==> src/common/isa_pkg.sv <==
package isa_pkg;

  typedef logic [3:0]  nibble_t;
  typedef logic [7:0]  imm8_t;
  typedef logic [11:0] opcode_t;

  typedef enum logic [1:0] {
    IDLE,
    EXEC,
    PUSH_WAIT,
    DONE
  } exec_state_t;

  // Immediate loads, operand in the low nibble
  localparam opcode_t LD_A_BASE  = 12'hE00;
  localparam opcode_t LD_B_BASE  = 12'hE10;

  // Byte loads into XH:XL and YH:YL, operand in the low byte
  localparam opcode_t LD_X_BASE  = 12'hB00;
  localparam opcode_t LD_Y_BASE  = 12'h800;

  // Page loads from a register, r in bits 1:0
  localparam opcode_t LD_XP_BASE = 12'hE80;
  localparam opcode_t LD_YP_BASE = 12'hE90;

  localparam opcode_t SET_F_BASE = 12'hF40;
  localparam opcode_t RST_F_BASE = 12'hF50;

  localparam opcode_t PUSH_BASE  = 12'hFC0;
  localparam opcode_t DEC_SP     = 12'hFCB;
  localparam opcode_t INC_SP     = 12'hFDB;

  // r field codes, MX and MY (2 and 3) have no read path here
  localparam logic [1:0] REG_A = 2'd0;
  localparam logic [1:0] REG_B = 2'd1;

  // PUSH operand codes above the r range
  localparam nibble_t PUSH_XP = 4'h4;
  localparam nibble_t PUSH_XH = 4'h5;
  localparam nibble_t PUSH_XL = 4'h6;
  localparam nibble_t PUSH_YP = 4'h7;
  localparam nibble_t PUSH_YH = 4'h8;
  localparam nibble_t PUSH_YL = 4'h9;
  localparam nibble_t PUSH_F  = 4'hA;

endpackage

==> src/common/stack_pkg.sv <==
package stack_pkg;

  localparam int STACK_ADDR_W = 8;
  localparam int STACK_DATA_W = 4;

  // Stack sits in page 0 of data memory
  typedef logic [STACK_ADDR_W-1:0] stack_addr_t;
  typedef logic [STACK_DATA_W-1:0] stack_data_t;

  // One pending stack write as held in the buffer
  typedef struct packed {
    stack_addr_t addr;
    stack_data_t data;
  } stack_cmd_t;

endpackage

==> src/common/stack_wr_if.sv <==
`timescale 1ns/10ps

interface stack_wr_if
  import stack_pkg::*;
();

  logic        req;
  logic        ack;
  stack_addr_t addr;
  stack_data_t data;

  modport producer (
    output req,
    output addr,
    output data,
    input  ack
  );

  modport consumer (
    input  req,
    input  addr,
    input  data,
    output ack
  );

endinterface

==> src/core/insn_exec.sv <==
`timescale 1ns/10ps

module insn_exec
  import isa_pkg::*, stack_pkg::*;
(
  input  logic         clk,
  input  logic         rst,
  input  logic         op_req,
  input  opcode_t      opcode,
  output logic         op_ack,
  output stack_addr_t  sp,
  stack_wr_if.producer wr
);

  exec_state_t state;
  opcode_t     op_q;
  imm8_t       imm8;
  nibble_t     a;
  nibble_t     b;
  nibble_t     xp;
  nibble_t     xh;
  nibble_t     xl;
  nibble_t     yp;
  nibble_t     yh;
  nibble_t     yl;
  nibble_t     f;
  nibble_t     push_data;
  logic        push_req;

  assign imm8 = op_q[7:0];

  // FC2 and FC3 (MX, MY) fall through as no-ops
  function automatic logic is_push(input opcode_t op);
    logic hit;
    hit = 1'b0;
    if (op[11:4] == PUSH_BASE[11:4]) begin
      case (op[3:0])
        {2'b00, REG_A}, {2'b00, REG_B}: hit = 1'b1;
        PUSH_XP, PUSH_XH, PUSH_XL: hit = 1'b1;
        PUSH_YP, PUSH_YH, PUSH_YL: hit = 1'b1;
        PUSH_F: hit = 1'b1;
        default: hit = 1'b0;
      endcase
    end
    return hit;
  endfunction

  function automatic nibble_t push_src(input nibble_t sel);
    nibble_t src;
    case (sel)
      {2'b00, REG_B}: src = b;
      PUSH_XP: src = xp;
      PUSH_XH: src = xh;
      PUSH_XL: src = xl;
      PUSH_YP: src = yp;
      PUSH_YH: src = yh;
      PUSH_YL: src = yl;
      PUSH_F:  src = f;
      default: src = a;
    endcase
    return src;
  endfunction

  always_ff @(posedge clk) begin
    if (state == IDLE && op_req)
      op_q <= opcode;
    if (state == EXEC)
      push_data <= push_src(op_q[3:0]);
  end

  always_ff @(posedge clk) begin
    if (rst) begin
      state    <= IDLE;
      op_ack   <= 1'b0;
      push_req <= 1'b0;
      a        <= '0;
      b        <= '0;
      xp       <= '0;
      xh       <= '0;
      xl       <= '0;
      yp       <= '0;
      yh       <= '0;
      yl       <= '0;
      f        <= '0;
      sp       <= 8'h00;
    end else begin
      case (state)
        IDLE: begin
          if (op_req)
            state <= EXEC;
        end
        EXEC: begin
          if (is_push(op_q)) begin
            // Pre-decrement so the write goes to the new SP
            sp    <= sp - 8'd1;
            state <= PUSH_WAIT;
          end else begin
            if (op_q[11:4] == LD_A_BASE[11:4])
              a <= op_q[3:0];
            else if (op_q[11:4] == LD_B_BASE[11:4])
              b <= op_q[3:0];
            else if (op_q[11:8] == LD_X_BASE[11:8])
              {xh, xl} <= imm8;
            else if (op_q[11:8] == LD_Y_BASE[11:8])
              {yh, yl} <= imm8;
            else if (op_q[11:2] == LD_XP_BASE[11:2]) begin
              if (op_q[1:0] == REG_A)
                xp <= a;
              else if (op_q[1:0] == REG_B)
                xp <= b;
            end else if (op_q[11:2] == LD_YP_BASE[11:2]) begin
              if (op_q[1:0] == REG_A)
                yp <= a;
              else if (op_q[1:0] == REG_B)
                yp <= b;
            end else if (op_q[11:4] == SET_F_BASE[11:4])
              f <= f | op_q[3:0];
            else if (op_q[11:4] == RST_F_BASE[11:4])
              f <= f & op_q[3:0];
            else if (op_q == DEC_SP)
              sp <= sp - 8'd1;
            else if (op_q == INC_SP)
              sp <= sp + 8'd1;
            op_ack <= 1'b1;
            state  <= DONE;
          end
        end
        PUSH_WAIT: begin
          if (!push_req && !wr.ack) begin
            push_req <= 1'b1;
          end else if (push_req && wr.ack) begin
            push_req <= 1'b0;
            op_ack   <= 1'b1;
            state    <= DONE;
          end
        end
        DONE: begin
          if (!op_req) begin
            op_ack <= 1'b0;
            state  <= IDLE;
          end
        end
        default: state <= IDLE;
      endcase
    end
  end

  assign wr.req  = push_req;
  assign wr.addr = sp;
  assign wr.data = push_data;

endmodule

==> src/core/stack_fifo.sv <==
`timescale 1ns/10ps

module stack_fifo
  import stack_pkg::*;
#(
  parameter int FIFO_DEPTH = 4
) (
  input  logic         clk,
  input  logic         rst,
  stack_wr_if.consumer in_wr,
  stack_wr_if.producer out_wr,
  output logic         empty
);

  localparam int PTR_W = (FIFO_DEPTH > 1) ? $clog2(FIFO_DEPTH) : 1;
  localparam int CNT_W = $clog2(FIFO_DEPTH + 1);

  stack_cmd_t       mem [FIFO_DEPTH];
  logic [PTR_W-1:0] wr_ptr;
  logic [PTR_W-1:0] rd_ptr;
  logic [CNT_W-1:0] count;
  logic             in_ack;
  logic             out_req;
  logic             full;
  logic             push;
  logic             pop;

  function automatic logic [PTR_W-1:0] next_ptr(input logic [PTR_W-1:0] p);
    return (p == PTR_W'(FIFO_DEPTH - 1)) ? '0 : p + PTR_W'(1);
  endfunction

  assign full  = (count == CNT_W'(FIFO_DEPTH));
  assign empty = (count == '0);
  // Holding ack low while full is the back-pressure
  assign push  = in_wr.req && !in_ack && !full;
  assign pop   = out_req && out_wr.ack;

  always_ff @(posedge clk) begin
    if (push)
      mem[wr_ptr] <= '{addr: in_wr.addr, data: in_wr.data};
  end

  always_ff @(posedge clk) begin
    if (rst) begin
      wr_ptr  <= '0;
      rd_ptr  <= '0;
      count   <= '0;
      in_ack  <= 1'b0;
      out_req <= 1'b0;
    end else begin
      if (push) begin
        wr_ptr <= next_ptr(wr_ptr);
        in_ack <= 1'b1;
      end else if (!in_wr.req) begin
        in_ack <= 1'b0;
      end
      if (pop) begin
        rd_ptr  <= next_ptr(rd_ptr);
        out_req <= 1'b0;
      end else if (!out_req && !out_wr.ack && !empty) begin
        out_req <= 1'b1;
      end
      count <= count + CNT_W'(push) - CNT_W'(pop);
    end
  end

  assign in_wr.ack   = in_ack;
  assign out_wr.req  = out_req;
  assign out_wr.addr = mem[rd_ptr].addr;
  assign out_wr.data = mem[rd_ptr].data;

endmodule

==> src/stack_ram.sv <==
`timescale 1ns/10ps

module stack_ram
  import stack_pkg::*;
#(
  parameter int STACK_WORDS = 256
) (
  input  logic         clk,
  input  logic         rst,
  stack_wr_if.consumer wr,
  input  stack_addr_t  rd_addr,
  output stack_data_t  rd_data,
  output logic         busy
);

  stack_data_t mem [STACK_WORDS];
  logic        ack_q;
  logic        take;

  // New request, not yet acknowledged
  assign take = wr.req && !ack_q;

  always_ff @(posedge clk) begin
    if (take)
      mem[wr.addr] <= wr.data;
  end

  always_ff @(posedge clk) begin
    if (rst)
      ack_q <= 1'b0;
    else if (take)
      ack_q <= 1'b1;
    else if (!wr.req)
      ack_q <= 1'b0;
  end

  assign wr.ack  = ack_q;
  assign busy    = wr.req || ack_q;
  assign rd_data = mem[rd_addr];

endmodule

==> src/push_unit_top.sv <==
`timescale 1ns/10ps

module push_unit_top
  import isa_pkg::*, stack_pkg::*;
#(
  parameter int FIFO_DEPTH  = 4,
  parameter int STACK_WORDS = 256
) (
  input  logic        clk,
  input  logic        rst,
  input  logic        op_req,
  input  opcode_t     opcode,
  output logic        op_ack,
  output stack_addr_t sp,
  input  stack_addr_t rd_addr,
  output stack_data_t rd_data,
  output logic        idle
);

  logic fifo_empty;
  logic ram_busy;

  stack_wr_if exec_wr ();
  stack_wr_if ram_wr ();

  insn_exec exec_i (
    .clk    (clk),
    .rst    (rst),
    .op_req (op_req),
    .opcode (opcode),
    .op_ack (op_ack),
    .sp     (sp),
    .wr     (exec_wr)
  );

  stack_fifo #(
    .FIFO_DEPTH (FIFO_DEPTH)
  ) fifo_i (
    .clk    (clk),
    .rst    (rst),
    .in_wr  (exec_wr),
    .out_wr (ram_wr),
    .empty  (fifo_empty)
  );

  stack_ram #(
    .STACK_WORDS (STACK_WORDS)
  ) ram_i (
    .clk     (clk),
    .rst     (rst),
    .wr      (ram_wr),
    .rd_addr (rd_addr),
    .rd_data (rd_data),
    .busy    (ram_busy)
  );

  // Nothing buffered and no RAM write in flight
  assign idle = fifo_empty && !ram_busy;

endmodule

==> config.mk <==
export PLATFORM = sky130hd
export DESIGN_NAME = push_unit_top
export DESIGN_NICKNAME = d
export VERILOG_FILES = /design/src/common/isa_pkg.sv /design/src/common/stack_pkg.sv /design/src/common/stack_wr_if.sv /design/src/core/insn_exec.sv /design/src/core/stack_fifo.sv /design/src/stack_ram.sv /design/src/push_unit_top.sv
export SDC_FILE = /design/constraint.sdc
export NUM_CORES = 1
export LEC_CHECK = 0
export ABC_AREA = 1
export BUFFER_PORTS_ARGS = -buffer_cell sky130_fd_sc_hd__buf_2
export CORE_ASPECT_RATIO = 2
export CORE_UTILIZATION = 60
export DETAILED_ROUTE_END_ITERATION = 8
export GPL_TIMING_DRIVEN = 0
export PLACE_DENSITY = 0.73
export SYNTH_ARGS = -nofsm -noshare
export SYNTH_HDL_FRONTEND = slang
export SYNTH_SLANG_ARGS = --single-unit
==> constraint.sdc <==
create_clock -name clk -period 11.8 [get_ports clk]
set_input_delay 2.36 -clock clk [delete_from_list [all_inputs] [get_ports clk]]
set_output_delay 2.36 -clock clk [all_outputs]
set_load 0.1 [all_outputs]
* Word-level counts from Yosys, hierarchy flattened *
Memories as Yosys holds them, arrays and structs flattened. A register that Yosys moved wholly into a read port is not among the register bits.
Index checks and enable logic that the tools add are counted.

operators by class
  equality and inequality tests = 41
  multiplexer cells = 45
  bitwise gates (word level) = 9
  reductions and logical operators = 38
  $add $sub $neg = 6

operator list
  kind                                                                     number
  8-bit two-way mux                                                        11
  8-bit equality test, second input constant                               5
  4-bit one-hot mux with 8 select lines                                    1
  12-bit equality test, second input constant                              2
  2-bit by 1-bit inequality test with 1-bit output, second input constant  11
  10-bit equality test, second input constant                              2
  4-bit equality test, second input constant                               5
  4-bit two-way mux                                                        5
  1-bit two-way mux                                                        18
  9-bit AND reduction                                                      2
  4-bit by 3-bit equality test with 1-bit output, second input constant    4
  2-bit two-way mux                                                        8
  1-bit logical AND                                                        10
  10-bit AND reduction                                                     1
  5-bit AND reduction                                                      2
  8-bit by 1-bit adder with 8-bit output, second input constant            1
  2-bit equality test, second input constant                               4
  2-bit inequality test, second input constant                             4
  2-bit one-hot mux with 4 select lines                                    1
  4-bit AND reduction                                                      2
  8-bit AND reduction                                                      1
  8-bit by 1-bit subtractor with 8-bit output, second input constant       1
  1-bit zero test                                                          7
  1-bit inverter                                                           7
  other kinds (18)                                                         24

word-level totals
  word-level logic and storage cells = 163
  memories kept = 3
  register bits = 74
  output and inout port bits = 14
  ROM bits = 16
  bits in writable memories = 1072

memories
  memory           words  width  read ports  clocked after Yosys merged registers in  write ports  RTL line          RTL
  ram_i.mem        256    4      1           0                                        1            stack_ram.sv:16   stack_data_t mem [STACK_WORDS];
  fifo_i.mem       4      12     1           1                                        1            stack_fifo.sv:18  stack_cmd_t mem [FIFO_DEPTH];
  (no name shown)  16     1      1           1                                        0            insn_exec.sv:37   case (op[3:0])

* Logic depth before layout (Yosys ltp) *
  depth in word-level cells = 12
  mapped depth = 14
  gate-level depth less buffers = 12

* Hierarchy *
A second synthesis with hierarchy kept.

second synthesis, totals
  cells, all modules = 4398
  area total of the unflattened synthesis = 48535.3 um^2

modules (own cells, without submodules)
  module         area each (um^2)  instances  cells an instance
  stack_ram      42707.2           1          3721
  insn_exec      3479.6            1          483
  stack_fifo     2338.5            1          192
  push_unit_top  10.0              1          2

* Worst setup path after synthesis *
No wires, ideal clock.

  kind = register to register
  start = register (tool-made name)
  end = memory ram_i.mem[0][0] (netlist bit) (data pin)
  path slack = 2.601 ns
  data arrival time = 7.615 ns
  cell stages (with the launch flop) = 5
  buffers on the path = 1
  data required time = 10.216 ns
  setup time = 1.584 ns
  path through = dfxtp_1 inv_1 buf_2 o21ai_0 o22ai_1

RTL lines
  item              RTL line
  end: declaration  stack_ram.sv:16

* Final worst setup path *
  start = input rd_addr[0]
  end = output rd_data[2]

between the ends
  cells in the longest elaborated chain, start to end = 1

ends and longest elaborated chain
  item                     RTL line             RTL
  start: declaration       push_unit_top.sv:15  input stack_addr_t rd_addr,
  memory read 256 x 4 bit  --
  end: declaration         push_unit_top.sv:16  output stack_data_t rd_data,

Every way passes these cells.

==> summary.md <==
| Metric | Value |
|---|---|
| Post-synth net total | `4348` |
| Pwr Total | `9319 µW` |
| DIE AREA | `0.08122 mm²` |
| Worst path max stage delay | `840 ps` |
| Fmax | `118.2 MHz` |
| Drt via density | `6.382` |
| P_sw | `2517 µW` |
| Internal power | `6803 µW` |
| Sequential area share after synthesis | `70.60%` |
| Total wire length | `163.1 mm` |
| Synth area leaders | `edfxtp_1 68%, nand3_1 10%, nand2_1 9.3%, nor2_1 2.6%, dfxtp_1 2.5%` |
| Clock latency on the worst-skew pair | `710 ps` |
| Share of layout cells above drive strength 1 | `7.965%` |
| Nets | `4508` |
| DRC | `0` |
| Maximum vdd drop | `181.5 µV` |
| First-pass GRT wire length | `229.0 mm` |
| Leak pwr | `0.01877 µW` |
| Clk slew on worst S/H paths | `60 ps` |
| Synth area leader | `edfxtp_1` |
| CTS sink cnt | `1149` |
| Slew margin rel. | `17.37%` |
| Mean Syn Cell Area | `11.15 µm²` |
| Max Buffers Root-to-Sink | `3` |
| Clk root buf | `clkbuf_16` |
| Mapped Cells | `4307` |
| CP Cell Sequence | `buf_2, inv_2, buf_2, clkbuf_1, nand2_1, nand3_1, nand3_1, nand3_1, nand3_1, nand2_1, nand2_1, nand3_1, nand3_1, nand2_1, buf_2` |
| Post-CTS Setup Inserts | `0` |
| FF/Latch Area | `0.03389 mm²` |
| Synthesis Warnings | `0` |
| Post-cts sizing count | `0` |
| Post-DP HPWL | `113.8 mm` |
| PD cells | `174.7 mW/mm²` |
| Core area | `0.07910 mm²` |
| Crit path buf inv count | `5` |
| CP delay by family, top | `buffers and inverters` |
| Port Buffers | `31` |
| Hold Crit Class | `flip-flop to flip-flop` |
| Seq pwr share | `51.4%` |
| Final Instance Area | `0.05335 mm²` |
| Tmin final | `8463 ps` |
| Drt first-iter violations | `4697` |
| Final hold vios | `0` |
| CTS H-Tree Depth | `3` |
| Initial antenna violation count | `6` |
| TritonCTS buffer count | `93` |
| Period Utilization, post-route | `71.72%` |
| Vias | `35640` |
| Tot GR Track Use | `40.50%` |
| CTS tree | `yes` |
| Slowest-stage cell, CP | `clkbuf_1` |
| Die Wd | `202.0 µm` |
| Overflow after GRT | `0` |
| Placed inst area | `0.05032 mm²` |
| Largest net degree at the start of global routing | `41` |
| Hold_buf cts | `0` |
| Setup crit start kind | `input pin` |
| Initial Util | `60.69%` |
| Synth Cell Area | `0.04801 mm²` |
| Max-Cap Viols | `0` |
| Run status | `completed` |
| Total Neg Setup Slack | `0 ps` |
| Max Slew Vio Count | `0` |
| Switching Share | `27.00%` |
| Post-synth cell types | `42` |
| Drt pass-1 iters | `7` |
| Routability Congestion | `1.027` |
| Worst-Margin Slew | `1239 ps` |
| Wire per inst | `29.21 µm` |
| Critical-path maximum fanout | `10` |
| Vias in the first global route | `34540` |
| Chip height | `402.0 µm` |
| Row Count | `146` |
| #FFs+latches synth | `1149` |
| Worst endpoint data arrival time | `6100 ps` |
| Final setup viols | `0` |
| Core Util, Final | `67.45%` |
| # IOs | `37` |
| Fin cells | `5584` |
| Layout area overhead | `11.13%` |
| Clock network power share | `34.0%` |
| Worst path required time | `9440 ps` |
| Dpl cells | `5408` |
| DRT antenna net count | `0` |
| Most repeated library cell on the critical path | `nand3_1` |
| Crit end category | `output port` |
| Logic pwr share | `14.6%` |
| Fill cells | `5776` |
| RSZ-0062 raised after global routing | `no` |
| Setup CP Type | `input pin to output port` |
| Clock Skews | `18.20 ps` |
| Share of the synthesized area in the top cell type | `68.05%` |
| Multi-input gate area | `0.01244 mm²` |
cells in the mapped netlist (all sizes together):
cell type and number:
o21ai 55, fa 1, o211ai 8, ha 17, a311oi 9, nor4 1
dfxtp 61, buf 150, a21oi 57, inv 128, nor3 9, nor2 344
o311a 1, nand3 1004, xor2 7, or2 2, nand4 2, clkbuf 125
o22ai 13, nand2 1207, xnor2 1, a32oi 8, edfxtp 1088, a211oi 6
nor3b 2, o31ai 1
stage by stage:
stage | worst slack (ps) | hold WS [ps]
5_1_grt | 3358 | 474.4
4_1_cts | 3672 | 456.3
3_3_place_gp | -7057 | 438.9
3_5_place_dp | 3680 | 446.6
6_report | 3337 | 455.2
2_1_floorplan | 2601 | 429.7
worst min-delay path, stage by stage, from the launching register on:
cell and delay [ps]:
dfxtp_1 300, inv_1 60, a21oi_1 50
state kept, by name, summed over array words and instances (netlist names), named ones only:
| signal | cells |
|---|---|
| exec_i.xh | 4 |
| fifo_i.count | 3 |
| exec_i.yl | 4 |
| fifo_i.in_wr.ack | 1 |
| fifo_i.mem | 48 |
| exec_i.wr.req | 1 |
| exec_i.op_q | 12 |
| exec_i.state | 2 |
| ram_i.wr.ack | 1 |
| fifo_i.wr_ptr | 2 |
| ram_i.mem | 1024 |
| exec_i.yh | 4 |
| exec_i.sp | 8 |
| exec_i.xl | 4 |
| exec_i.op_ack | 1 |
| fifo_i.out_wr.req | 1 |
| fifo_i.rd_ptr | 2 |
| exec_i.a | 4 |
| exec_i.b | 4 |
| exec_i.xp | 4 |
| exec_i.f | 4 |
| exec_i.wr.data | 4 |
| exec_i.yp | 4 |
final cells by class:
cell class              count  share of cell area, %
diodes                      3                0.01407
plain buffers             275                  2.329
clock buffers             110                  4.599
clock inverters            63                  1.076
inverters                 128                 0.9146
multi-input cells        2755                  23.32
flip-flops and latches   1149                  63.53
well taps                1036                  2.430
repair buffers             65                  1.792
path summary, 6_finish.rpt:
check | slack (ps) | depth (start not counted) | startpoint | end
setup / recovery | 3340 | 15 | rd_addr[0] | rd_data[2]
setup reg to reg | 8040 | 12 | flip-flop | ram_i.mem[203][2]$_DFFE_PP_
hold / removal | 460 | 2 | exec_i.xh[3]$_SDFFE_PP0P_ | exec_i.xh[3]$_SDFFE_PP0P_
hold reg to reg | 460 | 2 | exec_i.xh[3]$_SDFFE_PP0P_ | exec_i.xh[3]$_SDFFE_PP0P_
cell families after synthesis:
family	count (synthesis)	synth area share (%)
and+or+nand+nor	2571	23.14
DFF	1149	70.60
xor gates and xnor gates	8	0.1460
buffers and inverters	403	3.604
AOI/OAI and AO/OA	158	2.028
adders and majority gates	18	0.4847
cell usage in the layout (no fill, tap or decap), types with 8 or more instances in the layout:
| cell type | instances |
|---|---|
| nand2_1 | 1194 |
| edfxtp_1 | 1088 |
| nand3_1 | 1001 |
| nor2_1 | 336 |
| clkbuf_1 | 138 |
| buf_2 | 133 |
| inv_1 | 119 |
| clkbuf_16 | 95 |
| dfxtp_1 | 61 |
| a21oi_1 | 56 |
| o21ai_0 | 52 |
| buf_1 | 36 |
| clkinv_1 | 22 |
| clkinv_2 | 20 |
| buf_12 | 18 |
| ha_1 | 17 |
| buf_16 | 16 |
| buf_6 | 10 |
| bufinv_16 | 10 |
| o22ai_1 | 9 |
| a311oi_1 | 9 |
| nand2_2 | 9 |
| nor3_1 | 9 |
| o211ai_1 | 8 |
per-layer routing:
metal	GRT usage [%]	up-vias	wire, µm
met5	0	-	44
met4	40.83	6	19260
met3	9.710	778	17270
met2	67.29	2704	79870
met1	40.50	16790	46660
li1	-	15360	-
power groups by stage:
stage / logic (µW) / clock network, µW / registers [µW]
4_1_cts: 1300 / 3140 / 4790
5_1_grt: 1400 / 3270 / 4800
6_report: 1360 / 3170 / 4790
2_1_floorplan: 645 / 0 / 5020
3_3_place_gp: 1100 / 0 / 5190
3_5_place_dp: 1300 / 0 / 4880
Power figures use the tool's default switching activity.
